==> config.mk <==
export PLATFORM = sky130hd
export DESIGN_NAME = conv_result
export DESIGN_NICKNAME = d
export VERILOG_FILES = /design/src/conv_pkg.sv /design/src/conv_result.sv
export SDC_FILE = /design/constraint.sdc
export NUM_CORES = 1
export LEC_CHECK = 0
export ABC_AREA = 1
export BUFFER_PORTS_ARGS = -buffer_cell sky130_fd_sc_hd__buf_2
export CORE_MARGIN = 2
export CORE_UTILIZATION = 54
export DETAILED_ROUTE_END_ITERATION = 7
export HOLD_SLACK_MARGIN = 0.12
export PLACE_DENSITY_LB_ADDON = 0.3
export SETUP_SLACK_MARGIN = 0.4
export SYNTH_ARGS = -nofsm -noshare
export SYNTH_HDL_FRONTEND = slang
export SYNTH_SLANG_ARGS = --single-unit
==> constraint.sdc <==
create_clock -name clk -period 1.1 [get_ports clk]
set_clock_uncertainty 0.1 [all_clocks]
set_input_delay 0.165 -clock clk [delete_from_list [all_inputs] [get_ports clk]]
set_output_delay 0.165 -clock clk [all_outputs]
set_load 0.01 [all_outputs]
==> src/conv_pkg.sv <==
`default_nettype none

package conv_pkg;

	//------------------------------------------------------------
	// widths and limits
	//------------------------------------------------------------
	localparam int PIX_W    = 8;
	localparam int OUT_W    = 16;
	localparam int PROD_W   = 16;
	localparam int SUM_W    = 20;     // nine 16-bit products
	localparam int MAX_DIM  = 8;
	localparam int MIN_DIM  = 3;
	localparam int TAPS     = 9;
	localparam int SAT_MAX  = 32767;
	localparam int LEAK_DIV = 10;

	//------------------------------------------------------------
	// types
	//------------------------------------------------------------
	typedef logic signed [PIX_W-1:0] pixel_t;
	typedef logic [$clog2(MAX_DIM+1)-1:0] dim_t;
	typedef logic [$clog2(MAX_DIM)-1:0] coord_t;

	typedef struct packed {
		coord_t row;
		coord_t col;
	} pos_t;

	typedef struct packed {
		dim_t size;
		logic pad_replicate;
		logic leaky;
	} conv_cfg_t;

	typedef pixel_t [TAPS-1:0] filter_t;   // tap 0 is the first coefficient
	typedef pixel_t [TAPS-1:0] window_t;

	typedef struct packed {
		logic   en;
		coord_t row;
		coord_t col;
		pixel_t data;
	} frame_wr_t;

	typedef logic signed [SUM_W-1:0] sum_t;
	typedef logic signed [OUT_W-1:0] out_t;

endpackage

`default_nettype wire

==> src/conv_result.sv <==
`timescale 1ns/1ps
`default_nettype none

module conv_result (
	input  logic                clk,
	input  logic                rst_n,
	input  logic                sum_valid,
	input  conv_pkg::sum_t      sum,
	input  conv_pkg::conv_cfg_t cfg,
	output logic                out_valid,
	output conv_pkg::out_t      out_data
);

	logic           leaky_q;
	conv_pkg::out_t act;

	// mode held while a burst of sums drains, a new filter may load meanwhile
	always_ff @(posedge clk or negedge rst_n) begin
		if (!rst_n)          leaky_q <= 1'b0;
		else if (!sum_valid) leaky_q <= cfg.leaky;
	end

	always_comb begin
		if (!sum[conv_pkg::SUM_W-1])
			act = (sum > conv_pkg::SAT_MAX) ? conv_pkg::out_t'(conv_pkg::SAT_MAX)
				: sum[conv_pkg::OUT_W-1:0];
		else if (leaky_q)
			act = conv_pkg::out_t'(sum / conv_pkg::LEAK_DIV);   // truncates toward zero
		else
			act = '0;   // relu
	end

	always_ff @(posedge clk or negedge rst_n) begin
		if (!rst_n) out_valid <= 1'b0;
		else        out_valid <= sum_valid;
	end

	always_ff @(posedge clk)
		if (sum_valid) out_data <= act;

	a_pos_sat: assert property (@(posedge clk) disable iff (!rst_n)
		(sum_valid && !sum[conv_pkg::SUM_W-1]) |=> (out_valid && !out_data[conv_pkg::OUT_W-1]
		&& (out_data == conv_pkg::SAT_MAX || conv_pkg::sum_t'(out_data) == $past(sum))));

endmodule

`default_nettype wire

==> results of run 1 <==
## metrics by stage
stage	instances	setup slack (ps)	util [%]	area (um^2)	hold slack, ps
2_1_floorplan	531	-5990	-	3360	-231
3_3_place_gp	769	-6520	78.4	4590	-148
3_5_place_dp	769	-6990	78.4	4590	-147
4_1_cts	818	-6380	90.2	5280	31.1
## synthesized netlist by cell type, types with 8 or more instances
cell,number
o21ai_1,8
nor2_1,25
a21oi_1,8
nand2_1,148
nand3_2,15
inv_1,53
o21ai_0,12
nor2_2,11
nand3_1,79
nand4_1,8
nand2_2,46
xor2_1,13
edfxtp_1,16
inv_2,30
nand2_4,23
## cell families after synthesis
| logic type | Yosys count | synth area share, % |
|---|---|---|
| buffers and inverters | 89 | 10.9 |
| flip-flops | 18 | 16.4 |
| adder cells (fa/ha/maj) | 2 | 0.773 |
| multiplexers | 1 | 0.348 |
| AND/OR/NAND/NOR | 363 | 59.1 |
| XOR/XNOR | 16 | 4.56 |
| AO/OA/AOI/OAI | 42 | 8.00 |
## what timing repair did
action / in CTS
setup buffers: 44
endpoints found under the hold margin: 4
hold buffers: 1
cloned: 0
resized for setup: 77
endpoints found under the setup margin: 34
pin swaps: 49
==> results.md, run 1 <==
- Area contributors post-synth: nand2_1 (17%), edfxtp_1 (15%), nand3_1 (12%)
- Post-GRT worst EP: out_data[12]$_DFFE_PP_/D
- Initial Utilization: 55.3%
- CTS max path bufs: 2
- Post-synthesis cell count: 531
- Primary FF master, synth: edfxtp_1
- Worst EP Category: sequential cell input
- Stage reached: 5_1_grt
- Number of port buffers: 40
- Number of H-tree levels: 1
- CTS root buf: clkbuf_8
- Syn. warnings: 0
- Total CTS buffers: 3
- Register bit total from synthesis: 18
- Post-Syn Area per Cell: 6.10 um^2
- Seq/Total Area, Yosys: 16.4%
- Num Clock Sinks: 18
- GPL Wtd Cong: 0.946
- Row Count: 28
- Die W: 81.4 um
- Ys async rst share: 11.1%
- Synth area leader: nand2_1
- Netlist Area Pre-Place: 0.00324 mm^2
- Net count after synthesis: 562
- DP HPWL: 8.40 mm
- Boundary Pins: 46
- Synth unique cells: 34
- Post-synth EDFFs: 16
- Status: stopped before the end
- Largest net degree at the start of global routing: 13
- Die H: 81.4 um
- Yosys top cell area share: 17.2%
- Error msg: [ERROR DPL-0038] Utilization greater than 100%, impossible to legalize
==> inputs of run 2 (changes only) <==
--- a/config.mk
+++ b/config.mk
@@ -8,11 +8,9 @@
 export ABC_AREA = 1
 export BUFFER_PORTS_ARGS = -buffer_cell sky130_fd_sc_hd__buf_2
 export CORE_MARGIN = 2
-export CORE_UTILIZATION = 54
+export CORE_UTILIZATION = 40
 export DETAILED_ROUTE_END_ITERATION = 7
-export HOLD_SLACK_MARGIN = 0.12
-export PLACE_DENSITY_LB_ADDON = 0.3
-export SETUP_SLACK_MARGIN = 0.4
+export PLACE_DENSITY_LB_ADDON = 0.15
 export SYNTH_ARGS = -nofsm -noshare
 export SYNTH_HDL_FRONTEND = slang
 export SYNTH_SLANG_ARGS = --single-unit
==> constraint.sdc (replaced) <==
create_clock -name clk -period 1.4 [get_ports clk]
set_clock_uncertainty 0.1 [all_clocks]
set_input_delay 0.21 -clock clk [delete_from_list [all_inputs] [get_ports clk]]
set_output_delay 0.21 -clock clk [all_outputs]
set_load 0.01 [all_outputs]
==> run 2 against run 1 <==
  * The flow now finishes, with violations (setup timing)
  * Synthesized cell count stayed put
  * Area after synthesis stayed put
==> results.md, run 2 <==
- Final wirelength: 14.0 mm
- Count leader, synth: nand2_1 (unchanged)
- Via Count: 4739
- Slew Limit Fails: 0
- Row Count: 32 (was 28)
- Class of the most critical setup path: in2reg
- Core Util, Final: 81.0%
- Boundary Pins: 46 (unchanged)
- Crit-path slowest cell: o21bai_2
- Commonest non-fill, non-tap cell in the layout: buf_4
- Layout cell share with drive strength beyond 1: 66.1%
- Post-synthesis cell count: 531 (unchanged)
- Die area: 0.00883 mm^2
- Die H: 94.0 um (was 81.4 um)
- Total GRT Usage: 27.6%
- Initial antenna violation count: 0
- Fmax: 127 MHz
- Crit start category: input pin
- Synth unique cells: 34 (unchanged)
- Max FFs per register: 16
- DRC Markers: 0
- Yosys top cell area share: 17.2% (unchanged)
- Number of H-tree levels: 1 (unchanged)
- DP HPWL: 7.86 mm (was 8.40 mm)
- Status: finished, violations left (was stopped before the end)
- Ys async rst share: 11.1% (unchanged)
- Max_cap viols: 0
- ANT cells: 0
- Number of port buffers: 40 (unchanged)
- Post-synth EDFFs: 16 (unchanged)
- Max_slew headroom: 60.7%
- Synth area leader: nand2_1 (unchanged)
- Skew-Pair Late Insertion Delay: 260 ps
- Hold path start: sum_valid
- Syn. warnings: 0 (unchanged)
- GPL Wtd Cong: 0.874 (was 0.946)
- # fillers: 471
- Total CTS buffers: 3 (unchanged)
- HP Class: in2reg
- Placed cells: 797 (was 769)
- Largest registers: out_data: 16 flops, leaky_q: 1 flops, out_valid: 1 flops
- Biggest register: out_data
- Seq/Total Area, Yosys: 16.4% (unchanged)
- Most frequent cells in the layout: buf_4 (238), nand2_1 (94), nand2_2 (74), nand3_1 (52), nand2_4 (46)
- Initial Utilization: 41.7% (was 55.3%)
- Worst R2R Path Depth: 6
- Post-Syn Area per Cell: 6.10 um^2 (unchanged)
- Hold worst-path end: out_valid
- Final net count: 851
- CTS tree: built
- Net count after synthesis: 562 (unchanged)
- Final worst path period need: 7860 ps
- Primary FF master, synth: edfxtp_1 (unchanged)
- Clock transition at path regs: 80 ps
- Routed length per placed instance: 15.2 um
- PnR worst setup slack: -6460 ps
- Num Clock Sinks: 18 (unchanged)
- Vias in the first global route: 4547
- Final worst-path cycle share: 561%
- Vias per cell: 5.15
- Worst Path Arrival: 7860 ps
- 1st-pass router iterations: 5
- Routed Antenna Nets: 0
- FF-to-FF Start: leaky_q
- Endpoints failing hold: 0
- Area grow syn2layout: 94.4%
- Failing checks: setup timing
- CTS root buf: clkbuf_8 (unchanged)
- Area of the multi-input gates: 0.00306 mm^2
- Hold Path Depth: 1
- First-pass GRT wire length: 19.7 mm
- GR Overflow Total: 0
- Total core area: 0.00777 mm^2
- Required @ worst endpoint: 1400 ps
- Slowest cell delay on critical path: 210 ps
- Crit end category: register
- Finish-stage setup viols: 16
- Reg-to-Reg End: out_data[5]
- Register area: 531 um^2
- Initial DRC Count: 211
- Critical Path Fanout Max: 5
- Register bit total from synthesis: 18 (unchanged)
- Largest net degree at the start of global routing: 15
- Area contributors post-synth: nand2_1 (17%), edfxtp_1 (15%), nand3_1 (12%) (unchanged)
- Netlist Area Pre-Place: 0.00324 mm^2 (unchanged)
- Fin Setup TNS: -98650 ps
- RSZ-0062 raised after global routing: true
- Die W: 94.0 um (was 81.4 um)
- Hold slack: 27.7 ps
- CTS max path bufs: 2 (unchanged)
- Worst R2R Setup Slack: 20 ps
- Post-synth top cells: nand2_1 (148), nand3_1 (79), inv_1 (53) (unchanged)
- Slew @ Worst Pin: 587 ps
- Non-Filler Instances: 921
- Crit path top cell by count: nand2_2
[run 2: cell counts after synthesis]
No cell type changed its count.
[run 2: cells by family after synthesis]
| kind of cell | count (synthesis) | share of synthesized area [%] |
|---|---|---|
| AO/OA/AOI/OAI | 42 | 8.00 |
| XOR/XNOR | 16 | 4.56 |
| adder cells (fa/ha/maj) | 2 | 0.773 |
| buffers and inverters | 89 | 10.9 |
| flip-flops | 18 | 16.4 |
| multiplexers | 1 | 0.348 |
| AND/OR/NAND/NOR | 363 | 59.1 |
[run 2: what timing repair did]
| item | CTS | global route |
|---|---|---|
| hold endpoints to repair | 2 | 0 |
| setup buffers | 102 | 32 |
| hold buffers | 1 | 0 |
| pin swaps | 81 | 108 |
| resized for setup | 96 | 88 |
| endpoints found under the setup margin | 16 | 16 |
[run 2: worst max-delay path by stage]
stage	end	depth (start not counted)	start
global route	out_data[14]	89	sum[2]
detailed placement	out_data[14]	88	sum[0]
finish	out_data[14]	90	sum[2]
floorplan	out_data[14]	88	sum[0]
CTS	out_data[14]	94	sum[0]
global placement	out_data[14]	83	sum[4]
[run 2: layer usage]
layer  GRT usage, %  part of all wire (%)  vias to the layer above
li1               -                     -                     2284
met1           31.4                    39                     2202
met2           52.2                    51                      192
met3           4.33                   5.5                       61
met4           8.70                   3.9                        0
met5              0                     0                        -
[run 2: final cells by class]
cell class	count	share of cell area, %
clock buffers	3	0.656
well taps	102	2.03
flip-flops and latches	18	8.43
clock inverters	1	0.0596
inverters	84	5.88
multi-input cells	424	48.7
repair buffers	289	34.3
[run 2: worst max-delay path: cells and delay by family]
family	cells	cell delay [ps]
AO/OA/AOI/OAI	4	460
adder cells (fa/ha/maj)	1	130
buffers and inverters	16	1230
AND/OR/NAND/NOR	69	5770
[run 2: per-stage QoR]
stage / area [um^2] / setup WS [ps]
finish: 6290 / -6460
global route: 6290 / -6960
CTS: 5780 / -5970
detailed placement: 4630 / -6530
global placement: 4630 / -6300
floorplan: 3350 / -5730
Power of run 2 is not shown: default switching activity piles up to over one toggle a cycle in this logic, so the estimate is an artifact.
