File: src/conv_pkg.sv
`default_nettype none

package conv_pkg;

	//------------------------------------------------------------
	// widths and limits
	//------------------------------------------------------------
	localparam int PIX_W    = 8;
	localparam int OUT_W    = 16;
	localparam int PROD_W   = 16;
	localparam int SUM_W    = 20;     // nine 16-bit products
	localparam int MAX_DIM  = 8;
	localparam int MIN_DIM  = 3;
	localparam int TAPS     = 9;
	localparam int SAT_MAX  = 32767;
	localparam int LEAK_DIV = 10;

	//------------------------------------------------------------
	// types
	//------------------------------------------------------------
	typedef logic signed [PIX_W-1:0] pixel_t;
	typedef logic [$clog2(MAX_DIM+1)-1:0] dim_t;
	typedef logic [$clog2(MAX_DIM)-1:0] coord_t;

	typedef struct packed {
		coord_t row;
		coord_t col;
	} pos_t;

	typedef struct packed {
		dim_t size;
		logic pad_replicate;
		logic leaky;
	} conv_cfg_t;

	typedef pixel_t [TAPS-1:0] filter_t;   // tap 0 is the first coefficient
	typedef pixel_t [TAPS-1:0] window_t;

	typedef struct packed {
		logic   en;
		coord_t row;
		coord_t col;
		pixel_t data;
	} frame_wr_t;

	typedef logic signed [SUM_W-1:0] sum_t;
	typedef logic signed [OUT_W-1:0] out_t;

endpackage

`default_nettype wire

File: src/conv_execute.sv
`timescale 1ns/1ps
`default_nettype none

module conv_execute (
	input  logic                clk,
	input  logic                rst_n,
	input  logic                frame_done,
	input  conv_pkg::conv_cfg_t cfg,
	input  conv_pkg::filter_t   filter,
	input  conv_pkg::window_t   window,
	output conv_pkg::pos_t      center,
	output logic                scan_done,
	output logic                sum_valid,
	output conv_pkg::sum_t      sum
);

	logic           active;
	logic           last_col;
	logic           last_pos;
	logic           prod_valid;
	logic signed [conv_pkg::PROD_W-1:0] prod_q [conv_pkg::TAPS];
	conv_pkg::sum_t acc;

	assign last_col  = conv_pkg::dim_t'(center.col) == cfg.size - 4'd1;
	assign last_pos  = last_col && conv_pkg::dim_t'(center.row) == cfg.size - 4'd1;
	assign scan_done = active && last_pos;

	//------------------------------------------------------------
	// position scan, row-major
	//------------------------------------------------------------
	always_ff @(posedge clk or negedge rst_n) begin
		if (!rst_n) begin
			active <= 1'b0;
			center <= '0;
		end else if (frame_done) begin
			active <= 1'b1;
			center <= '0;
		end else if (active) begin
			if (last_pos) begin
				active <= 1'b0;
				center <= '0;
			end else if (last_col) begin
				center.row <= center.row + 3'd1;
				center.col <= '0;
			end else begin
				center.col <= center.col + 3'd1;
			end
		end
	end

	//------------------------------------------------------------
	// multiply then add
	//------------------------------------------------------------
	always_ff @(posedge clk)
		for (int k = 0; k < conv_pkg::TAPS; k++)
			prod_q[k] <= $signed(window[k]) * $signed(filter[k]);

	always_comb begin
		acc = '0;
		for (int k = 0; k < conv_pkg::TAPS; k++)
			acc = acc + conv_pkg::sum_t'(prod_q[k]);   // sign extended
	end

	always_ff @(posedge clk)
		if (prod_valid) sum <= acc;

	always_ff @(posedge clk or negedge rst_n) begin
		if (!rst_n) begin
			prod_valid <= 1'b0;
			sum_valid  <= 1'b0;
		end else begin
			prod_valid <= active;
			sum_valid  <= prod_valid;
		end
	end

	// decode must hold off a new frame until the scan is over
	a_no_restart: assert property (@(posedge clk) disable iff (!rst_n)
		frame_done |-> !active);

endmodule

`default_nettype wire

File: config.mk
export PLATFORM = sky130hd
export DESIGN_NAME = conv_execute
export DESIGN_NICKNAME = d
export VERILOG_FILES = /design/src/conv_pkg.sv /design/src/conv_execute.sv
export SDC_FILE = /design/constraint.sdc
export NUM_CORES = 2
export LEC_CHECK = 0
export BUFFER_PORTS_ARGS = -buffer_cell sky130_fd_sc_hd__buf_2
export CAP_MARGIN = 20
export CELL_PAD_IN_SITES_DETAIL_PLACEMENT = 1
export CELL_PAD_IN_SITES_GLOBAL_PLACEMENT = 1
export CORE_MARGIN = 3
export CORE_UTILIZATION = 50
export DETAILED_ROUTE_END_ITERATION = 8
export PLACE_DENSITY = 0.84
export SYNTH_ARGS = -nofsm -noshare
export SYNTH_HDL_FRONTEND = slang
export SYNTH_SLANG_ARGS = --single-unit
File: constraint.sdc
create_clock -name clk -period 4.8 [get_ports clk]
set_input_delay 0.24 -clock clk [delete_from_list [all_inputs] [get_ports clk]]
set_output_delay 0.24 -clock clk [all_outputs]
set_load 0.02 [all_outputs]
======== Word level (Yosys, flattened, before mapping) ========
Memory sizes are Yosys's and may differ from the RTL's.
Cells that the tools add are included.
cells by class
  reductions and logical operators ........ 5
  $add $sub $neg .......................... 11
  $mul .................................... 9
  equal/unequal tests ..................... 2
  multiplexer cells ....................... 8
operators by type and width
  operator               count
  $mul A8 B8 Y16         9
  $add A20 B16 Y20       4
  $add A19 B16 Y20       1
  $add A18 B16 Y19       1
  $add A17 B16 Y18       1
  $mux W6                3
  $add A16 B16 Y17       1
  $eq A3 B4 Y1           2
  $add A3 B1 Y3 const B  2
  $mux W3                2
  $sub A4 B1 Y4 const B  1
  $mux W1                3
  $reduce_bool A3 Y1     1
  $logic_and A1 B1 Y1    2
  $reduce_and A2 Y1      1
  $reduce_bool A2 Y1     1
storage, ports and cells
  bits in writable memories ............... 144
  memories kept ........................... 1
  input port bits ......................... 153
  logic and storage cells ................. 42
  output and inout bits ................... 28
  flip-flop bits (word level) ............. 29
memories
  memory  depth  width  rd ports  clocked after memory_dff  write ports  RTL line            RTL
  prod_q  9      16     9         0                         9            conv_execute.sv:21  logic signed [conv_pkg::PROD_W-1:0] prod_q [conv_pkg::TAPS];

======== Depth between registers and ports, before layout ========
  depth in word-level cells ............... 8
  gate-level depth with buffers ........... 17
  mapped depth without buffers ............ 17

======== Worst setup path after synthesis ========
No wires, ideal clock.
  kind .................................... register -> register
  start ................................... mem prod_q[0][98] (netlist bit)
  end ..................................... reg sum[18], data pin
  library setup time ...................... 0.180 ns
  arrival time ............................ 4.103 ns
  path buffers ............................ 0
  path slack .............................. 0.517 ns
  required time ........................... 4.620 ns
  cell stages (with the launch flop) ...... 16
  cells stage by stage .................... dfxtp_1 > fa_1 > fa_1 > fa_1 > inv_1 > fa_1 > inv_1 > ha_1 > inv_1 > fa_1 > nor2b_1 > o31a_1 > o22ai_2 > o31ai_2 > a21boi_1 > a221oi_1
RTL lines
  element               RTL line            RTL
  start, declared       conv_execute.sv:21
  end signal, assigned  conv_execute.sv:65  if (prod_valid) sum <= acc;
  end, declared         conv_execute.sv:14  output conv_pkg::sum_t sum

==> results.md <==
Run status
* run status: finished, final reports clean

Critical path
* Reg2Reg Capture Point: sum[18]
* data arrival time at the worst-slack endpoint: 4.87 ns
* launching point of the worst reg2reg path: prod_q[0][2]
* Max FO, Critical Path: 3
* critical path launch point type: flip-flop
* Worst EP required: 5.08 ns
* critical path class: reg -> reg
* crit end category: flip-flop
* count of cells along the worst register-to-register path: 17
* flop2flop setup slack: 0.21 ns

Logic synthesis
* post-synth net total: 4140
* post-synthesis sequential area ratio: 12.38%
* Mapped Area: 0.02995 mm^2
* Mapped Cells: 3093
* post-synthesis share of cell area spent on full adders, half adders and majority gates: 52.64%
* Area contributors post-synth: sky130_fd_sc_hd__fa_1 (41%), sky130_fd_sc_hd__ha_1 (12%), sky130_fd_sc_hd__inv_1 (11%)
* synthesized area per cell: 9.683 um^2
* EDFF count, synth: 20
* basic-gate share of the synthesized area counting and, or, nand and nor cells: 14.29%
* xor/xnor share of the synthesized area: 4.679%
* asr flop ratio synth: 5.202%
* main combinational cell family by area after synthesis: adder cells
* share of cell area taken by muxes after synthesis: 0.1420%
* post-synth top area cell: sky130_fd_sc_hd__fa_1
* most common flop cell mapped by yosys: sky130_fd_sc_hd__dfxtp_1
* Synth Area in Compound Gates: 4.988%
* Ys Warns: 0
* area share of the largest cell type after synthesis: 40.78%
* register bit total from synthesis: 173
* post-synth cell types: 68

Timing
* final slew viol count: 0
* worst relative slew slack: 35.60%
* Total Negative Setup Slacks: 0 ns
* number of hold-slack violations in the final timing report: 0
* # setup viols final: 0
* unrepaired setup endpoints after global routing: no
* upper clock frequency limit: 217.8 MHz
* final critical delay including setup and external delays: 4.591 ns
* portion of the clock cycle consumed by the worst path in the final layout: 95.65%
* worst clock skew: 0.01393 ns
* Worst-Margin Slew: 0.9660 ns

Hold path
* Worst Hold Path Cells: 2
* startpoint of the worst hold path: frame_done
* worst hold endpoint: center[1]
* path class of the lowest-slack min-delay path: in -> reg

Clocking
* TritonCTS Buffers: 17
* later-pin clock latency in the skew report: 0.46 ns
* H-Tree Depth: 4
* Clock Root Buffer: sky130_fd_sc_hd__clkbuf_16
* Clock Tree Buf Depth: 2
* clock tree from TritonCTS: done
* clock transition time at the flip-flop clock pins of the worst setup and hold paths: 0.08 ns
* Sink Count: 173

Drt
* antenna-violating nets left: 0
* DRC violation count after routing: 0
* wire length per cell: 19.42 um
* sum of routed wire length over all layers: 79310 um
* overall via count from detail_route: 21309
* vias per cell: 5.219
* initial detailed-routing violation count: 869
* number of iterations in the first detailed-routing pass: 5

Global route
* antenna violations before repair: 4
* first-pass GRT wire length: 132000 um
* leftover overflow at the end of global routing: 0
* largest net degree at the start of global routing: 22
* number of global-route vias before repair: 25897
* global-route usage over all layers: 26.34%

Die
* number of top-level pins: 181
* floorplan die height: 250.7 um
* Core Area: 0.05913 mm^2
* initial cell density of the core: 50.65%
* row count: 89
* die extent in x: 250.7 um
* Die ar.: 0.06287 mm^2

Finish
* fraction of final layout cells with drive strength greater than 1: 7.409%
* Final Instance Area: 0.03248 mm^2
* NumNets Final: 4341
* growth of design area from synthesis to finish: 8.464%

Flow run
* number of maximum-capacitance constraint violations: 0

Placement
* final RePlAce weighted congestion: 0.9067
* DP Area: 0.03183 mm^2
* IO Port Bufs: 178
* Final HPWL DP: 69790 um

[per-stage QoR]
step	utilization (%)	setup WS, ns	hold slack (ns)	instances
5_1_grt	54.94	0.02004	0.05756	4083
3_3_place_gp	53.82	0.2414	0.09284	4046
4_1_cts	54.89	0.05514	0.03473	4079
2_1_floorplan	-	0.5174	-0.05559	3093
3_5_place_dp	53.82	0.03207	0.1058	4046
6_report	54.94	0.2088	0.04591	4083
[worst max path at each step]
stage,start,to,slack [ns],cells past startpoint
after floorplan,prod_q[0][98],sum[18],0.52,15
after global placement,prod_q[0][2],sum[18],0.24,17
after detailed placement,prod_q[0][98],sum[18],0.03,15
after CTS,prod_q[0][2],sum[18],0.06,17
after global routing,prod_q[0][2],sum[18],0.02,17
final,prod_q[0][2],sum[18],0.21,17
[cell type report]
class                           instances  area (um^2)
Fill cell                            6779        26650
Multi-Input combinational cell       2052        23000
Sequential cell                       173         3709
Inverter                              867         3254
Tap cell                              773        967.2
Timing Repair Buffer                  183        930.9
Clock buffer                           21        491.7
Clock inverter                         11        122.6
Antenna cell                            3        7.507
[sequential cells by signal (all words and copies together), names as in the netlist]
| register | cells |
|---|---|
| sum | 20 |
| prod_q | 144 |
| sum_valid | 1 |
| center | 6 |
| active | 1 |
| prod_valid | 1 |
[cell families (layout without fill, tap and decap cells)]
family	count (synthesis)	count (layout)
simple gates	785	785
xor+xnor	160	160
compound gates	209	209
fa+ha+maj	894	894
flops	173	173
other cells	0	3
mux	4	4
buf+inv	868	1082
[per-layer routing]
metal / wire length, um / GRT usage, % / vias up
li1: - / - / 9596
met1: 29950 / 29.77 / 11089
met2: 43460 / 50.40 / 431
met3: 2230 / 2.742 / 191
met4: 3655 / 11.19 / 2
met5: 11 / 0 / -
[cells in the final DEF (no fill, tap or decap), drive strengths merged, types with 9 or more instances in the layout]
master	count
nor3	21
o21ai	42
o21bai	10
a21o	13
dfxtp	144
fa	610
nor2b	26
nand3	25
ha	284
nor2	84
a21oi	54
dfrtp	9
and2	377
clkbuf	21
xor2	31
inv	872
nand2b	39
o21a	12
nand2	163
xnor2	129
buf	182
edfxtp	20
[worst max-delay path: stages, from the launching register on]
cell                       delay, ns
sky130_fd_sc_hd__dfxtp_1        0.32
sky130_fd_sc_hd__inv_1          0.05
sky130_fd_sc_hd__fa_1           0.54
sky130_fd_sc_hd__inv_1          0.07
sky130_fd_sc_hd__fa_1           0.45
sky130_fd_sc_hd__fa_1           0.50
sky130_fd_sc_hd__inv_1          0.05
sky130_fd_sc_hd__fa_1           0.45
sky130_fd_sc_hd__inv_1          0.09
sky130_fd_sc_hd__ha_1           0.22
sky130_fd_sc_hd__inv_1          0.11
sky130_fd_sc_hd__fa_2           0.43
sky130_fd_sc_hd__nor2b_2        0.14
sky130_fd_sc_hd__o31a_1         0.22
sky130_fd_sc_hd__o22ai_2        0.16
sky130_fd_sc_hd__o31ai_4        0.23
sky130_fd_sc_hd__a21boi_1       0.14
sky130_fd_sc_hd__a221oi_1       0.25
[synthesized netlist by cell type (4+ instances only)]
cell type / number
sky130_fd_sc_hd__a211oi_1: 8
sky130_fd_sc_hd__a21boi_1: 4
sky130_fd_sc_hd__a21o_1: 13
sky130_fd_sc_hd__a21oi_1: 52
sky130_fd_sc_hd__a31oi_1: 4
sky130_fd_sc_hd__and2_1: 377
sky130_fd_sc_hd__and3_1: 7
sky130_fd_sc_hd__dfrtp_1: 9
sky130_fd_sc_hd__dfxtp_1: 144
sky130_fd_sc_hd__edfxtp_1: 20
sky130_fd_sc_hd__fa_1: 610
sky130_fd_sc_hd__ha_1: 284
sky130_fd_sc_hd__inv_1: 867
sky130_fd_sc_hd__nand2_1: 163
sky130_fd_sc_hd__nand2b_1: 39
sky130_fd_sc_hd__nand3_1: 25
sky130_fd_sc_hd__nand3b_1: 8
sky130_fd_sc_hd__nand4_1: 6
sky130_fd_sc_hd__nand4b_1: 4
sky130_fd_sc_hd__nor2_1: 84
sky130_fd_sc_hd__nor2b_1: 26
sky130_fd_sc_hd__nor3_1: 21
sky130_fd_sc_hd__nor4_1: 4
sky130_fd_sc_hd__o2111ai_1: 6
sky130_fd_sc_hd__o211ai_1: 7
sky130_fd_sc_hd__o21a_1: 11
sky130_fd_sc_hd__o21ai_0: 31
sky130_fd_sc_hd__o21ai_1: 11
sky130_fd_sc_hd__o21bai_1: 10
sky130_fd_sc_hd__o311ai_1: 4
sky130_fd_sc_hd__o31ai_1: 4
sky130_fd_sc_hd__o41ai_2: 4
sky130_fd_sc_hd__or2_2: 7
sky130_fd_sc_hd__or4_1: 4
sky130_fd_sc_hd__xnor2_1: 129
sky130_fd_sc_hd__xor2_1: 31
[repair_timing]
| action | 4_1_cts | 5_1_grt |
|---|---|---|
| gates resized for setup | 1 | 3 |
| hold endpoints to repair | 9 | 0 |
| pin swaps | 0 | 2 |
| setup buffers | 0 | 1 |
| hold buffers | 1 | 0 |
| setup endpoints to repair | 1 | 3 |
Power is not shown: default switching activity piles up to over one toggle a cycle in this logic, so the estimate is an artifact.
