**src/conv_pkg.sv**
```systemverilog
`default_nettype none

package conv_pkg;

	//------------------------------------------------------------
	// widths and limits
	//------------------------------------------------------------
	localparam int PIX_W    = 8;
	localparam int OUT_W    = 16;
	localparam int PROD_W   = 16;
	localparam int SUM_W    = 20;     // nine 16-bit products
	localparam int MAX_DIM  = 8;
	localparam int MIN_DIM  = 3;
	localparam int TAPS     = 9;
	localparam int SAT_MAX  = 32767;
	localparam int LEAK_DIV = 10;

	//------------------------------------------------------------
	// types
	//------------------------------------------------------------
	typedef logic signed [PIX_W-1:0] pixel_t;
	typedef logic [$clog2(MAX_DIM+1)-1:0] dim_t;
	typedef logic [$clog2(MAX_DIM)-1:0] coord_t;

	typedef struct packed {
		coord_t row;
		coord_t col;
	} pos_t;

	typedef struct packed {
		dim_t size;
		logic pad_replicate;
		logic leaky;
	} conv_cfg_t;

	typedef pixel_t [TAPS-1:0] filter_t;   // tap 0 is the first coefficient
	typedef pixel_t [TAPS-1:0] window_t;

	typedef struct packed {
		logic   en;
		coord_t row;
		coord_t col;
		pixel_t data;
	} frame_wr_t;

	typedef logic signed [SUM_W-1:0] sum_t;
	typedef logic signed [OUT_W-1:0] out_t;

endpackage

`default_nettype wire

```
**src/conv_decode.sv**
```systemverilog
`timescale 1ns/1ps
`default_nettype none

module conv_decode (
	input  logic                clk,
	input  logic                rst_n,
	input  logic                filter_valid,
	input  logic                image_valid,
	input  logic                pad_mode,
	input  logic                act_mode,
	input  conv_pkg::dim_t      image_size,
	input  conv_pkg::pixel_t    in_data,
	input  logic                scan_done,
	output conv_pkg::conv_cfg_t cfg,
	output conv_pkg::filter_t   filter,
	output conv_pkg::frame_wr_t wr,
	output logic                frame_done
);

	typedef enum logic [1:0] {IDLE, LOAD_FILTER, LOAD_IMAGE, BUSY} state_t;

	state_t           state;
	logic [3:0]       coef_cnt;
	conv_pkg::coord_t row_q;
	conv_pkg::coord_t col_q;
	logic             take_coef;
	logic             take_pix;
	logic             row_end;
	logic             last_pix;
	logic             last_coef;

	assign take_coef = filter_valid && (state == IDLE || state == LOAD_FILTER);
	assign take_pix  = image_valid && (state == LOAD_IMAGE || (state == IDLE && !filter_valid));
	assign last_coef = coef_cnt == 4'(conv_pkg::TAPS - 1);
	assign row_end   = conv_pkg::dim_t'(col_q) == cfg.size - 4'd1;
	assign last_pix  = take_pix && row_end && conv_pkg::dim_t'(row_q) == cfg.size - 4'd1;

	always_ff @(posedge clk or negedge rst_n) begin
		if (!rst_n) begin
			state      <= IDLE;
			coef_cnt   <= '0;
			row_q      <= '0;
			col_q      <= '0;
			frame_done <= 1'b0;
			cfg        <= '{size: conv_pkg::dim_t'(conv_pkg::MIN_DIM), default: 1'b0};
		end else begin
			frame_done <= last_pix;
			case (state)
				IDLE: begin
					if (take_coef) begin
						state <= LOAD_FILTER;
						cfg   <= '{size: image_size, pad_replicate: pad_mode, leaky: act_mode};
					end else if (take_pix) begin
						state <= LOAD_IMAGE;
					end
				end
				LOAD_FILTER: if (take_coef && last_coef) state <= IDLE;
				LOAD_IMAGE:  if (last_pix) state <= BUSY;
				BUSY:        if (scan_done) state <= IDLE;   // reopen input
				default:     state <= IDLE;
			endcase

			if (take_coef)
				coef_cnt <= last_coef ? 4'd0 : coef_cnt + 4'd1;

			if (take_pix) begin
				if (row_end) begin
					col_q <= '0;
					row_q <= last_pix ? '0 : row_q + 3'd1;
				end else begin
					col_q <= col_q + 3'd1;
				end
			end
		end
	end

	// coefficients enter at the top and walk down to tap 0
	always_ff @(posedge clk)
		if (take_coef) filter <= {in_data, filter[conv_pkg::TAPS-1:1]};

	always_ff @(posedge clk or negedge rst_n) begin
		if (!rst_n) wr <= '0;
		else        wr <= '{en: take_pix, row: row_q, col: col_q, data: in_data};
	end

	a_strobes_exclusive: assert property (@(posedge clk) disable iff (!rst_n)
		!(filter_valid && image_valid));

	a_size_range: assert property (@(posedge clk) disable iff (!rst_n)
		(state == IDLE && filter_valid) |->
		(image_size >= conv_pkg::MIN_DIM && image_size <= conv_pkg::MAX_DIM));

endmodule

`default_nettype wire

```
**config.mk**
```make
export PLATFORM = sky130hd
export DESIGN_NAME = conv_decode
export DESIGN_NICKNAME = d
export VERILOG_FILES = /design/src/conv_pkg.sv /design/src/conv_decode.sv
export SDC_FILE = /design/constraint.sdc
export NUM_CORES = 1
export LEC_CHECK = 0
export BUFFER_PORTS_ARGS = -buffer_cell sky130_fd_sc_hd__buf_2
export CAP_MARGIN = 0
export CORE_UTILIZATION = 47
export CTS_BUF_LIST = sky130_fd_sc_hd__clkbuf_8
export CTS_CLUSTER_SIZE = 20
export DETAILED_ROUTE_END_ITERATION = 10
export PLACE_DENSITY = 0.88
export SYNTH_ARGS = -nofsm -noshare
export SYNTH_HDL_FRONTEND = slang
export SYNTH_SLANG_ARGS = --single-unit
```
**constraint.sdc**
```tcl
create_clock -name clk -period 2.8 [get_ports clk]
set_input_delay 0.14 -clock clk [delete_from_list [all_inputs] [get_ports clk]]
set_output_delay 0.14 -clock clk [all_outputs]
set_load 0.005 [all_outputs]
```
-- Word level (Yosys, flattened, before mapping)
Cells that the tools add are included.
- bits of input ports: 19
- output and inout port bits: 94
- flip-flop bits (word level): 106
- bits in writable memories: 0
- latch bits: 0
- memories kept: 0
- word-level logic and storage cells: 57
- ROM bits: 0
- mux-type cells: 9
- reduce and logical (&&, ||, !) cells: 13
- add/subtract/negate cells: 4
- $lt $le $gt $ge: 0
- equal/unequal tests: 10
- shift operators: 0
- bitwise gates (word level): 0
- divide/modulo/power cells: 0
- $mul: 0
- operator list (kind ; count):
    $mux W2 ; 5
    $eq A3 B4 Y1 ; 2
    $pmux W2 S4 ; 1
    $add A3 B1 Y3 const B ; 2
    $logic_and A1 B1 Y1 ; 6
    $mux W3 ; 2
    $add A4 B1 Y4 const B ; 1
    $eq A2 B2 Y1 const B ; 2
    $eq A4 B4 Y1 const B ; 1
    $mux W4 ; 1
    $ne A2 B2 Y1 const B ; 2
    $reduce_and A2 Y1 ; 2
    $reduce_and A4 Y1 ; 1
    $sub A4 B1 Y4 const B ; 1
    $ne A3 B3 Y1 const B ; 1
    $eq A2 B1 Y1 const B ; 1
    $logic_not A2 Y1 ; 1
    $logic_or A1 B1 Y1 ; 2
    $ne A2 B1 Y1 const B ; 1
    $logic_not A1 Y1 ; 1

-- Longest topological paths before layout
Gate-level depths: netlist of the first run.
- depth in word-level cells: 8
- gate-level depth with buffers: 8
- mapped depth without buffers: 7

-- Worst setup path before layout of the first run
OpenSTA, ideal clock, no wires.
- kind: reg2reg
- start point: register state[1]
- end point: register coef_cnt[3]
- cell stages (with the launch flop): 6
- data required time: 2.679 ns
- path buffers: 0
- period minus slack after synthesis: 2.661 ns
- slack: 0.139 ns
- library setup time: 0.121 ns
- arrival time: 2.540 ns
- cells stage by stage: dfrtp_1 -> inv_2 -> nand2_1 -> inv_1 -> o21ai_0 -> a22o_1
- cells in the longest elaborated chain, start to end: 3
- ends and longest elaborated chain (what ; RTL line ; RTL):
    from (decl) ; conv_decode.sv:22 ; state_t state;
    from (signal assigned) ; conv_decode.sv:40 ; state <= IDLE;
    from (signal assigned) ; conv_decode.sv:51 ; state <= LOAD_FILTER;
    from (signal assigned) ; conv_decode.sv:54 ; state <= LOAD_IMAGE;
    $eq A2 B1 Y1 or $logic_not A2 Y1 (tied branches) ; conv_decode.sv:32 ; assign take_coef = filter_valid && (state == IDLE || state == LOAD_FILTER);
    $logic_or A1 B1 Y1 (*) ; conv_decode.sv:32 ;
    $logic_and A1 B1 Y1 (*) ; conv_decode.sv:32 ;
    via take_coef ; conv_decode.sv:26 ; logic take_coef;
    to (signal assigned) ; conv_decode.sv:64 ; coef_cnt <= last_coef ? 4'd0 : coef_cnt + 4'd1;
    to (decl) ; conv_decode.sv:23 ; logic [3:0] coef_cnt;
Mark *: on every way through the listed nets, which the timed path passes. The rest lies on a longest branch.
A chain may end at the register's enable or synchronous reset.

-- Worst setup path in the final report of the first run
- start point: register cfg[2] in the netlist's numbering
- end point: register state[0]
- cells in the longest elaborated chain, start to end: 6
- ends and longest elaborated chain (what ; RTL line ; RTL):
    from (decl) ; conv_decode.sv:14 ; output conv_pkg::conv_cfg_t cfg,
    from (signal assigned) ; conv_decode.sv:52 ; cfg <= '{size: image_size, pad_replicate: pad_mode, leaky: act_mode};
    $sub A4 B1 Y4 (*) ; conv_decode.sv:35, conv_decode.sv:36 ;
    $eq A3 B4 Y1 ; conv_decode.sv:35 ; assign row_end = conv_pkg::dim_t'(col_q) == cfg.size - 4'd1;
    $logic_and A1 B1 Y1 ; conv_decode.sv:36 ; assign last_pix = take_pix && row_end && conv_pkg::dim_t'(row_q) == cfg.size - 4'd1;
    $logic_and A1 B1 Y1 (*) ; conv_decode.sv:36 ;
    via last_pix ; conv_decode.sv:29 ; logic last_pix;
    $ne A2 B2 Y1 (no source line) (*) ; -- ;
    $reduce_and A4 Y1 (no source line) (*) ; -- ;
Marks and branches as above.

==> results of run 1 <==
how the worst max path moves through the flow:
stage | end | cells after the start | start
after floorplan | coef_cnt[3] | 5 | state[1]
after global routing | row_q[1] | 7 | cfg[2]
after CTS | state[0] | 7 | cfg[2]
after global placement | state[0] | 7 | cfg[2]
after detailed placement | state[0] | 7 | cfg[2]
final | state[0] | 7 | cfg[2]
synthesized netlist by cell type, drive strengths merged:
master,count
a21o,1
a21oi,6
a221o,1
a22o,1
and2,1
and4,1
buf,1
dfrtp,32
dfstp,2
edfxtp,72
ha,5
inv,11
mux2,5
mux2i,1
nand2,11
nand2b,2
nand3,1
nand3b,3
nand4,4
nor2,6
nor2b,2
nor3,2
nor4,1
o211ai,1
o21a,1
o21ai,5
o22ai,2
o2bb2ai,1
o31ai,1
xnor2,1
xor2,6
layer usage:
layer  global-route usage  vias to the layer above  wire length (µm)
li1                     -                      972                 -
met5                    0                        -                 0
met2                0.310                       88              3370
met1                0.200                     1022              2750
met3               0.0914                       12               598
met4               0.0664                        0               123
through the flow:
step	util	cells	area (µm²)	power, mW	setup slack (ns)
CTS	0.633	432	4640	4.10	0.632
global route	0.633	432	4640	4.29	0.517
finish	0.633	432	4640	4.07	0.647
detailed placement	0.585	402	4290	3.12	0.672
floorplan	-	190	3590	2.78	0.139
global placement	0.585	402	4290	3.05	0.801
sequential cells by signal, summed over array words and instances, names as in the netlist:
signal and cells:
cfg 6, coef_cnt 4, col_q 3, filter 72, frame_done 1, row_q 3
state 2, wr 15
placed cells by master, fill, tap and decap left out, types with 2 or more instances in the layout:
master and n:
edfxtp_1 72, dfstp_2 2, inv_2 3, nand4_1 4, nand2b_1 2, clkbuf_8 9
inv_8 2, nor2b_1 2, nor2_1 5, o22ai_1 2, a21oi_1 6, nand2_1 11
dlygate4sd3_1 14, buf_2 112, ha_1 5, inv_1 8, xor2_1 6, o21ai_0 5
dfrtp_1 32, clkinvlp_4 2, nand3b_1 3, mux2_2 5
power breakdown:
part	internal [mW]	switching (mW)	leakage, nW
combinational	0.429	0.504	0.763
clock	0.430	0.526	0.0999
sequential	1.97	0.213	1.05
worst register-to-register path, cell delays in order (launching register included):
cell and delay (ns):
dfstp_2 0.64, inv_1 0.09, ha_1 0.24, xnor2_1 0.29, nand2b_1 0.26, nand4_1 0.20
nor2_2 0.20, a221o_1 0.18
timing repair:
action                     4_1_cts  5_1_grt
resized for setup                0        0
hold endpoints to repair        53        0
hold buffers                    14        0
setup endpoints to repair        0        0
kinds of logic after synthesis:
logic type / after synthesis / share of synthesized area
xor+xnor: 7 / 0.0171
mux: 6 / 0.0185
flops: 106 / 0.840
fa+ha+maj: 5 / 0.0174
simple gates: 34 / 0.0502
buf+inv: 12 / 0.0146
compound gates: 20 / 0.0422
cell type report:
type	instances	area, µm²	share of cell area
Tap cell	99	124	0.0267
Clock inverter	7	85.1	0.0183
Multi-Input combinational cell	72	522	0.112
Inverter	11	41.3	0.00890
Sequential cell	106	3020	0.650
Timing Repair Buffer	128	728	0.157
Clock buffer	9	124	0.0267
==> flow_summary.ini, run 1 <==
[min_path]
hold_path.startpoint = pad_mode
hold_path_end = cfg[1]
hp-class = primary input to flip-flop
whs_path_depth = 2

[timing]
finalCritPeriodShare = 0.769
maxSlewHeadroom = 0.498
skew_ns = 0.0113
tightest_slew_ns = 0.754
hold_ws_ns = 0.0116
setup_violations = 0
period_needed_ns = 2.15
setup_tns_ns = 0
hold_violations = 0
drv_slew = 0
rsz0062_at_grt = false
timing.fmax_mhz = 464

[synthesis]
yosys.cell_types.count = 34
synth-seq-area-share = 0.840
synth_area_mm2 = 0.00359
yosysTopAreaCell = edfxtp_1
ys_top_cells_by_area = edfxtp_1 60%, dfrtp_1 22%, ha_1 1.7%
syn_nets = 214
syn-instance-count = 190
synth_seq_cells = 106
synth_top_area_frac = 0.602
syn_area_per_cell_um2 = 18.9
yosys_warnings = 0

[worst_setup_path]
r2r_cells = 7
cp_top_family = simple AND/OR/NAND/NOR gates
critPathSlowestCell = dfstp_2
crit_chain = inv_1 > ha_1 > xnor2_1 > nand2b_1 > nand4_1 > nor2_2 > a221o_1
cp-end-kind = flip-flop
startpoint_type = flip-flop
critPathMaxStageDelay_ns = 0.64
arrival_ns = 2.45
reg2reg_slack_ns = 0.65
path_class = flip-flop to flip-flop
crit_buf_inv = 1
r2r-start = cfg[2]
crit_required_ns = 3.10
r2r-end = state[0]
crit_fanout = 7

[floorplan]
rows = 31
dieArea_mm2 = 0.00799
coreArea_mm2 = 0.00733
die_h_um = 89.4
pin_count = 113
start_util = 0.490
fp.dieW_um = 89.4

[drt]
vias = 2094
post_drt_wl_per_cell_um = 15.8
via_per_inst = 4.85
routed_wl_um = 6830
ant_nets = 0
drtPass1Iterations = 4
post-route-drc-count = 0
first_iter_violations = 78

[grt]
grt_pass1_wl_um = 10400
grt_pass1_vias = 2138
grt_overflow_total = 0
grt_max_degree = 36
grt_util_all_layers = 0.183
antenna_found_initial = 0

[clock_tree]
cts-root-buf = clkbuf_8
htreeDepth = 3
cts.sinks = 106
cts_tree = yes
clk_pin_slew_ns = 0.10
ctsLongestPathBuffers = 2
clock_latency_ns = 0.36
numCtsBuffers = 9
post_cts_buffers = 0

[final_layout]
n_fill_cell = 530
syn2layout_area_growth_pct = 29.2
fin_nets = 352
n_antenna_cell = 0
layout-drive-gt1-share = 0.435

[power]
ir_drop_mv = 0.540
p_leak_nw = 1.91
powerDensity_mw_per_mm2 = 877

[placement]
dp_hpwl_um = 4600
io_buffers = 112
place_congestion = 0.824

[run_status]
status = finished, final reports clean

[flow_run]
drv_cap = 0
(Power assumes the default switching activity.)
==> inputs of run 2 (changes only) <==
--- a/config.mk
+++ b/config.mk
@@ -5,6 +5,7 @@
 export SDC_FILE = /design/constraint.sdc
 export NUM_CORES = 1
 export LEC_CHECK = 0
+export ABC_AREA = 1
 export BUFFER_PORTS_ARGS = -buffer_cell sky130_fd_sc_hd__buf_2
 export CAP_MARGIN = 0
 export CORE_UTILIZATION = 47
==> constraint.sdc (replaced) <==
create_clock -name clk -period 1.9 [get_ports clk]
set_input_delay 0.095 -clock clk [delete_from_list [all_inputs] [get_ports clk]]
set_output_delay 0.095 -clock clk [all_outputs]
set_load 0.005 [all_outputs]
==> run 2 against run 1 <==
- the run now ends with negative setup slack left
- sequential power increased by 63%
- cell count increased by 9.3%
- synthesized cell count increased by 14%
- synthesized area increased by 0.42%
- combinational power increased by 91%
- largest cell class unchanged
- highest routed layer unchanged
==> flow_summary.ini, run 2 <==
[min_path]
hp-class = primary input to flip-flop
whs_path_depth = 3
hold_path_end = wr[14]
hold_path.startpoint = image_valid

[final_layout]
n_fill_cell = 518
largest-register = filter
layout-drive-gt1-share = 0.440
largest_registers = filter x72, wr x15, cfg x6
final_common_cell = buf_2
fin_nets = 392
syn2layout_area_growth_pct = 31.7
largest_register_ffs = 72
n_antenna_cell = 0
final_cell_mix = 112 x buf_2, 72 x edfxtp_1, 32 x dfrtp_1

[placement]
io_buffers = 112
dp_hpwl_um = 4590
preCtsSetupSlack_ns = -0.0205
place_congestion = 0.822

[flow_run]
drv_cap = 0

[drt]
ant_nets = 0
post-route-drc-count = 0
first_iter_violations = 88
routed_wl_um = 6850
post_drt_wl_per_cell_um = 14.5
vias = 2276
via_per_inst = 4.82
drtPass1Iterations = 4

[worst_setup_path]
critPathSlowestCell = dfstp_2
crit_chain = inv_2 > ha_4 > inv_2 > nand2_1 > nand2_1 > nor2_2 > nand3_2 > nor2_4 > nand2_4 > nand2_4 > nand2_2 > nand2_1 > nand2_1
crit_required_ns = 2.14
crit_top_cell = nand2_1
r2r-end = state[1]
startpoint_type = flip-flop
reg2reg_slack_ns = -0.04
r2r_cells = 13
cp-end-kind = flip-flop
path_class = flip-flop to flip-flop
arrival_ns = 2.18
critPathMaxStageDelay_ns = 0.56
r2r-start = cfg[2]
crit_fanout = 5

[power]
powerDensity_mw_per_mm2 = 1390
ir_drop_mv = 0.762
p_leak_nw = 2.10

[timing]
drv_slew = 0
tightest_slew_ns = 0.757
period_needed_ns = 1.94
timing.fmax_mhz = 516
rsz0062_at_grt = true
finalCritPeriodShare = 1.02
setup_slack_ns = -0.0391
hold_ws_ns = 0.129
maxSlewHeadroom = 0.495
skew_ns = 0.0163
hold_violations = 0
setup_violations = 3

[clock_tree]
numCtsBuffers = 9
clk_pin_slew_ns = 0.10
cts_tree = yes
htreeDepth = 3
cts.sinks = 106
ctsLongestPathBuffers = 2
cts-root-buf = clkbuf_8
clock_latency_ns = 0.36

[floorplan]
fp.dieW_um = 89.6
pin_count = 113
start_util = 0.492
coreArea_mm2 = 0.00733
dieArea_mm2 = 0.00802
rows = 31
die_h_um = 89.6

[synthesis]
yosysTopAreaCell = edfxtp_1
async_flop_share = 0.321
synthFlopType = edfxtp_1
yosysMostFrequentCell = edfxtp_1
synth_seq_cells = 106
synth-seq-area-share = 0.837
synth_top_area_frac = 0.600
ys_top_cells_by_area = edfxtp_1 60%, dfrtp_1 22%, nand2_1 2.8%
synth_edf_count = 72
yosys-top-cells-count = 72 x edfxtp_1, 32 x dfrtp_1, 27 x nand2_1
syn_area_per_cell_um2 = 16.6
yosys_warnings = 0
yosys.cell_types.count = 22
synth_area_mm2 = 0.00360
syn-instance-count = 217
syn_nets = 241

[grt]
antenna_found_initial = 0
grt_pass1_wl_um = 10300
grt_max_degree = 35
grt_overflow_total = 0
grt_pass1_vias = 2197
grt_util_all_layers = 0.178

[run_status]
status = finished, violations left
violations = negative setup slack
-- run 2: cell types whose count changed after synthesis, sizes merged, moves of 4 or more --
| cell | previous run | this run |
|---|---|---|
| nand2 | 11 | 33 |
| inv | 11 | 22 |
| nand3 | 1 | 12 |
| nor2 | 6 | 14 |
| o21ai | 5 | 9 |
| xor2 | 6 | 2 |
-- run 2: cells by family (layout without fill, tap and decap cells) --
kind of cell             Yosys count  after routing  synth area share
AO/OA/AOI/OAI                     16             16            0.0229
flip-flops                       106            106             0.837
AND/OR/NAND/NOR                   61             61            0.0819
XOR/XNOR                           5              5            0.0122
multiplexers                       2              2           0.00625
adder cells (fa/ha/maj)            5              5            0.0174
buffers and inverters             22            178            0.0229
-- run 2: timing repair --
item / in CTS / in global routing
setup endpoints to repair: 3 / 6
pin swaps: 1 / 6
gates resized for setup: 0 / 4
buffers inserted: 2 / 4
hold buffers: 15 / 0
hold endpoints to repair: 54 / 0
-- run 2: final cells by class --
type                    instances  area, µm²  share of cell area
repair buffers                140        808               0.170
multi-input cells              89        532               0.112
clock inverters                 6       47.5              0.0100
flip-flops and latches        106       3020               0.635
inverters                      22       82.6              0.0174
well taps                      99        124              0.0261
clock buffers                  10        138              0.0290
-- run 2: through the flow --
step / util / TNS, ns / std cells / power [mW] / area (µm²)
final: 0.648 / -0.0819 / 472 / 6.59 / 4750
after global routing: 0.648 / -0.389 / 472 / 7.02 / 4750
after CTS: 0.641 / 0 / 468 / 6.53 / 4700
after detailed placement: 0.594 / -0.0272 / 435 / 5.22 / 4350
after global placement: 0.594 / 0 / 435 / 5.11 / 4350
after floorplan: - / -13.42 / 217 / 4.45 / 3610
-- run 2: worst max-delay path by stage --
stage / slack [ns] / startpoint / to
2_1_floorplan: -0.63 / state[1] / cfg[0]
3_3_place_gp: 0.05 / cfg[2] / state[1]
3_5_place_dp: -0.02 / cfg[2] / state[0]
4_1_cts: 0.01 / cfg[3] / state[0]
5_1_grt: -0.12 / cfg[2] / state[1]
6_report: -0.04 / cfg[2] / state[1]
-- run 2: worst max-delay path: cells and delay by family, from the launching register on --
family / cells / cell delay [ns]
simple gates: 10 / 0.92
flops: 1 / 0.56
fa+ha+maj: 1 / 0.28
buf+inv: 2 / 0.08
-- run 2: where the power goes --
group | leakage (nW) | switching (mW) | internal [mW]
combinational | 0.923 | 1.00 | 0.777
sequential | 1.09 | 0.336 | 3.21
clock | 0.0937 | 0.740 | 0.527
total | 2.10 | 2.08 | 4.51
-- run 2: layer usage --
metal  track usage  vias up  share of wire
met1         0.214     1079           0.40
met5             0        -              0
li1              -     1057              -
met4         0.111        0          0.033
met3        0.0594       22          0.081
met2         0.277      118           0.49
==> inputs of run 3 (changes only) <==
--- a/config.mk
+++ b/config.mk
@@ -12,6 +12,7 @@
 export CTS_BUF_LIST = sky130_fd_sc_hd__clkbuf_8
 export CTS_CLUSTER_SIZE = 20
 export DETAILED_ROUTE_END_ITERATION = 10
+export MAX_ROUTING_LAYER = met4
 export PLACE_DENSITY = 0.88
 export SYNTH_ARGS = -nofsm -noshare
 export SYNTH_HDL_FRONTEND = slang
==> run 3 against run 2 <==
- the run still ends with negative setup slack left
- setup slack better by 0.0080 ns
- sequential power hardly changed
- die area is the same
- via count rose by 0.40%
- critical path depth unchanged
- power about the same
- wire length is essentially flat
- sequential share of layout area unchanged
- sequential cell count is the same
- clock power about the same
- critical endpoint unchanged
- largest power group unchanged
- highest routed layer unchanged
==> flow_summary.ini, run 3 (synthesized netlist as in run 2, its figures left out) <==
[run_status]
status = finished, violations left
violations = negative setup slack

[floorplan]
start_util = 0.492
dieArea_mm2 = 0.00802
rows = 31
fp.dieW_um = 89.6
coreArea_mm2 = 0.00733
pin_count = 113
die_h_um = 89.6

[grt]
grt_pass1_vias = 2203
grt_util_all_layers = 0.183
grt_overflow_total = 0
grt_pass1_wl_um = 10300
grt_max_degree = 35
antenna_found_initial = 0

[timing]
setup_violations = 2
tightest_slew_ns = 0.765
finalCritPeriodShare = 1.02
timing.fmax_mhz = 518
hold_ws_ns = 0.128
drv_slew = 0
hold_violations = 0
rsz0062_at_grt = true
period_needed_ns = 1.93
maxSlewHeadroom = 0.490
setup_slack_ns = -0.0311
skew_ns = 0.0165

[worst_setup_path]
cp_top_family = simple AND/OR/NAND/NOR gates
startpoint_type = flip-flop
cp-end-kind = flip-flop
arrival_ns = 2.17
crit_top_cell = nand2_1
crit_fanout = 5
crit_chain = inv_2 > ha_4 > inv_2 > nand2_1 > nand2_1 > nor2_2 > nand3_2 > nor2_4 > nand2_4 > nand2_4 > nand2_2 > nand2_1 > nand2_1
crit_required_ns = 2.14
path_class = flip-flop to flip-flop
critPathSlowestCell = dfstp_2
worstSetupStartpoint = cfg[2]
crit_buf_inv = 2
critPathMaxStageDelay_ns = 0.56
r2r-start = cfg[2]

[final_layout]
layout-drive-gt1-share = 0.440
final_common_cell = buf_2
syn2layout_area_growth_pct = 31.7
fin_nets = 392
final_cell_mix = 112 x buf_2, 72 x edfxtp_1, 32 x dfrtp_1
n_fill_cell = 518
final_area_mm2 = 0.00475
largest_registers = filter x72, wr x15, cfg x6
utilization = 0.648
n_antenna_cell = 0
largest_register_ffs = 72
largest-register = filter

[drt]
post_drt_wl_per_cell_um = 14.5
post-route-drc-count = 0
routed_wl_um = 6860
via_per_inst = 4.84
vias = 2285
ant_nets = 0
drtPass1Iterations = 4
first_iter_violations = 92

[power]
p_leak_nw = 2.10
ir_drop_mv = 0.762
powerDensity_mw_per_mm2 = 1390

[flow_run]
drv_cap = 0

[clock_tree]
ctsLongestPathBuffers = 2
clock_latency_ns = 0.36
cts-root-buf = clkbuf_8
cts.sinks = 106
cts_tree = yes
clk_pin_slew_ns = 0.10
numCtsBuffers = 9
htreeDepth = 3

[placement]
io_buffers = 112
preCtsSetupSlack_ns = -0.0205
place_congestion = 0.835
place_area_mm2 = 0.00435
dp_hpwl_um = 4590

[min_path]
hold_path.startpoint = image_valid
hp-class = primary input to flip-flop
run 3: routing by layer:
metal	GRT usage	up-vias	wire length, µm
met5	-	-	0
met4	0.111	0	212
met3	0.0494	23	492
met2	0.279	119	3350
met1	0.219	1087	2810
li1	-	1056	-
run 3: per-stage QoR:
| stage | std cells | total power, mW | TNS, ns |
|---|---|---|---|
| floorplan | 217 | 4.45 | -13.42 |
| global placement | 435 | 5.11 | 0 |
| detailed placement | 435 | 5.22 | -0.0272 |
| CTS | 468 | 6.53 | 0 |
| global route | 472 | 7.02 | -0.408 |
| finish | 472 | 6.60 | -0.0592 |
run 3: worst register-to-register path, stage by stage (launching register included):
cell     delay (ns)
dfstp_2        0.56
inv_2          0.05
ha_4           0.28
inv_2          0.03
nand2_1        0.06
nand2_1        0.07
nor2_2         0.13
nand3_2        0.11
nor2_4         0.19
nand2_4        0.09
nand2_4        0.07
nand2_2        0.05
nand2_1        0.07
nand2_1        0.05
run 3: area by class of cell:
class	count	area [µm²]	share of cell area
clock inverters	6	47.5	0.0100
inverters	22	82.6	0.0174
clock buffers	10	138	0.0290
repair buffers	140	808	0.170
flip-flops and latches	106	3020	0.635
well taps	99	124	0.0261
multi-input cells	89	532	0.112
run 3: where the power goes:
| part | internal, mW | switching (mW) |
|---|---|---|
| Sequential | 3.21 | 0.338 |
| Clock | 0.527 | 0.741 |
| Combinational | 0.776 | 1.00 |
| Total | 4.51 | 2.08 |
run 3: timing repair:
item	4_1_cts	5_1_grt
buffers inserted	2	4
resized for setup	0	4
hold endpoints to repair	54	0
pin swaps	1	6
hold buffers	15	0
endpoints found under the setup margin	3	6
run 3: final timing paths:
path / to / slack, ns / cells past startpoint
worst max-delay path: state[1] / -0.03 / 13
worst min-delay path: wr[14] / 0.13 / 3
worst max register to register: state[1] / -0.03 / 13
worst min register to register: filter[27] / 0.45 / 0
max in group asynchronous: frame_done / 1.05 / 2
min in group asynchronous: col_q[1] / 0.35 / 2
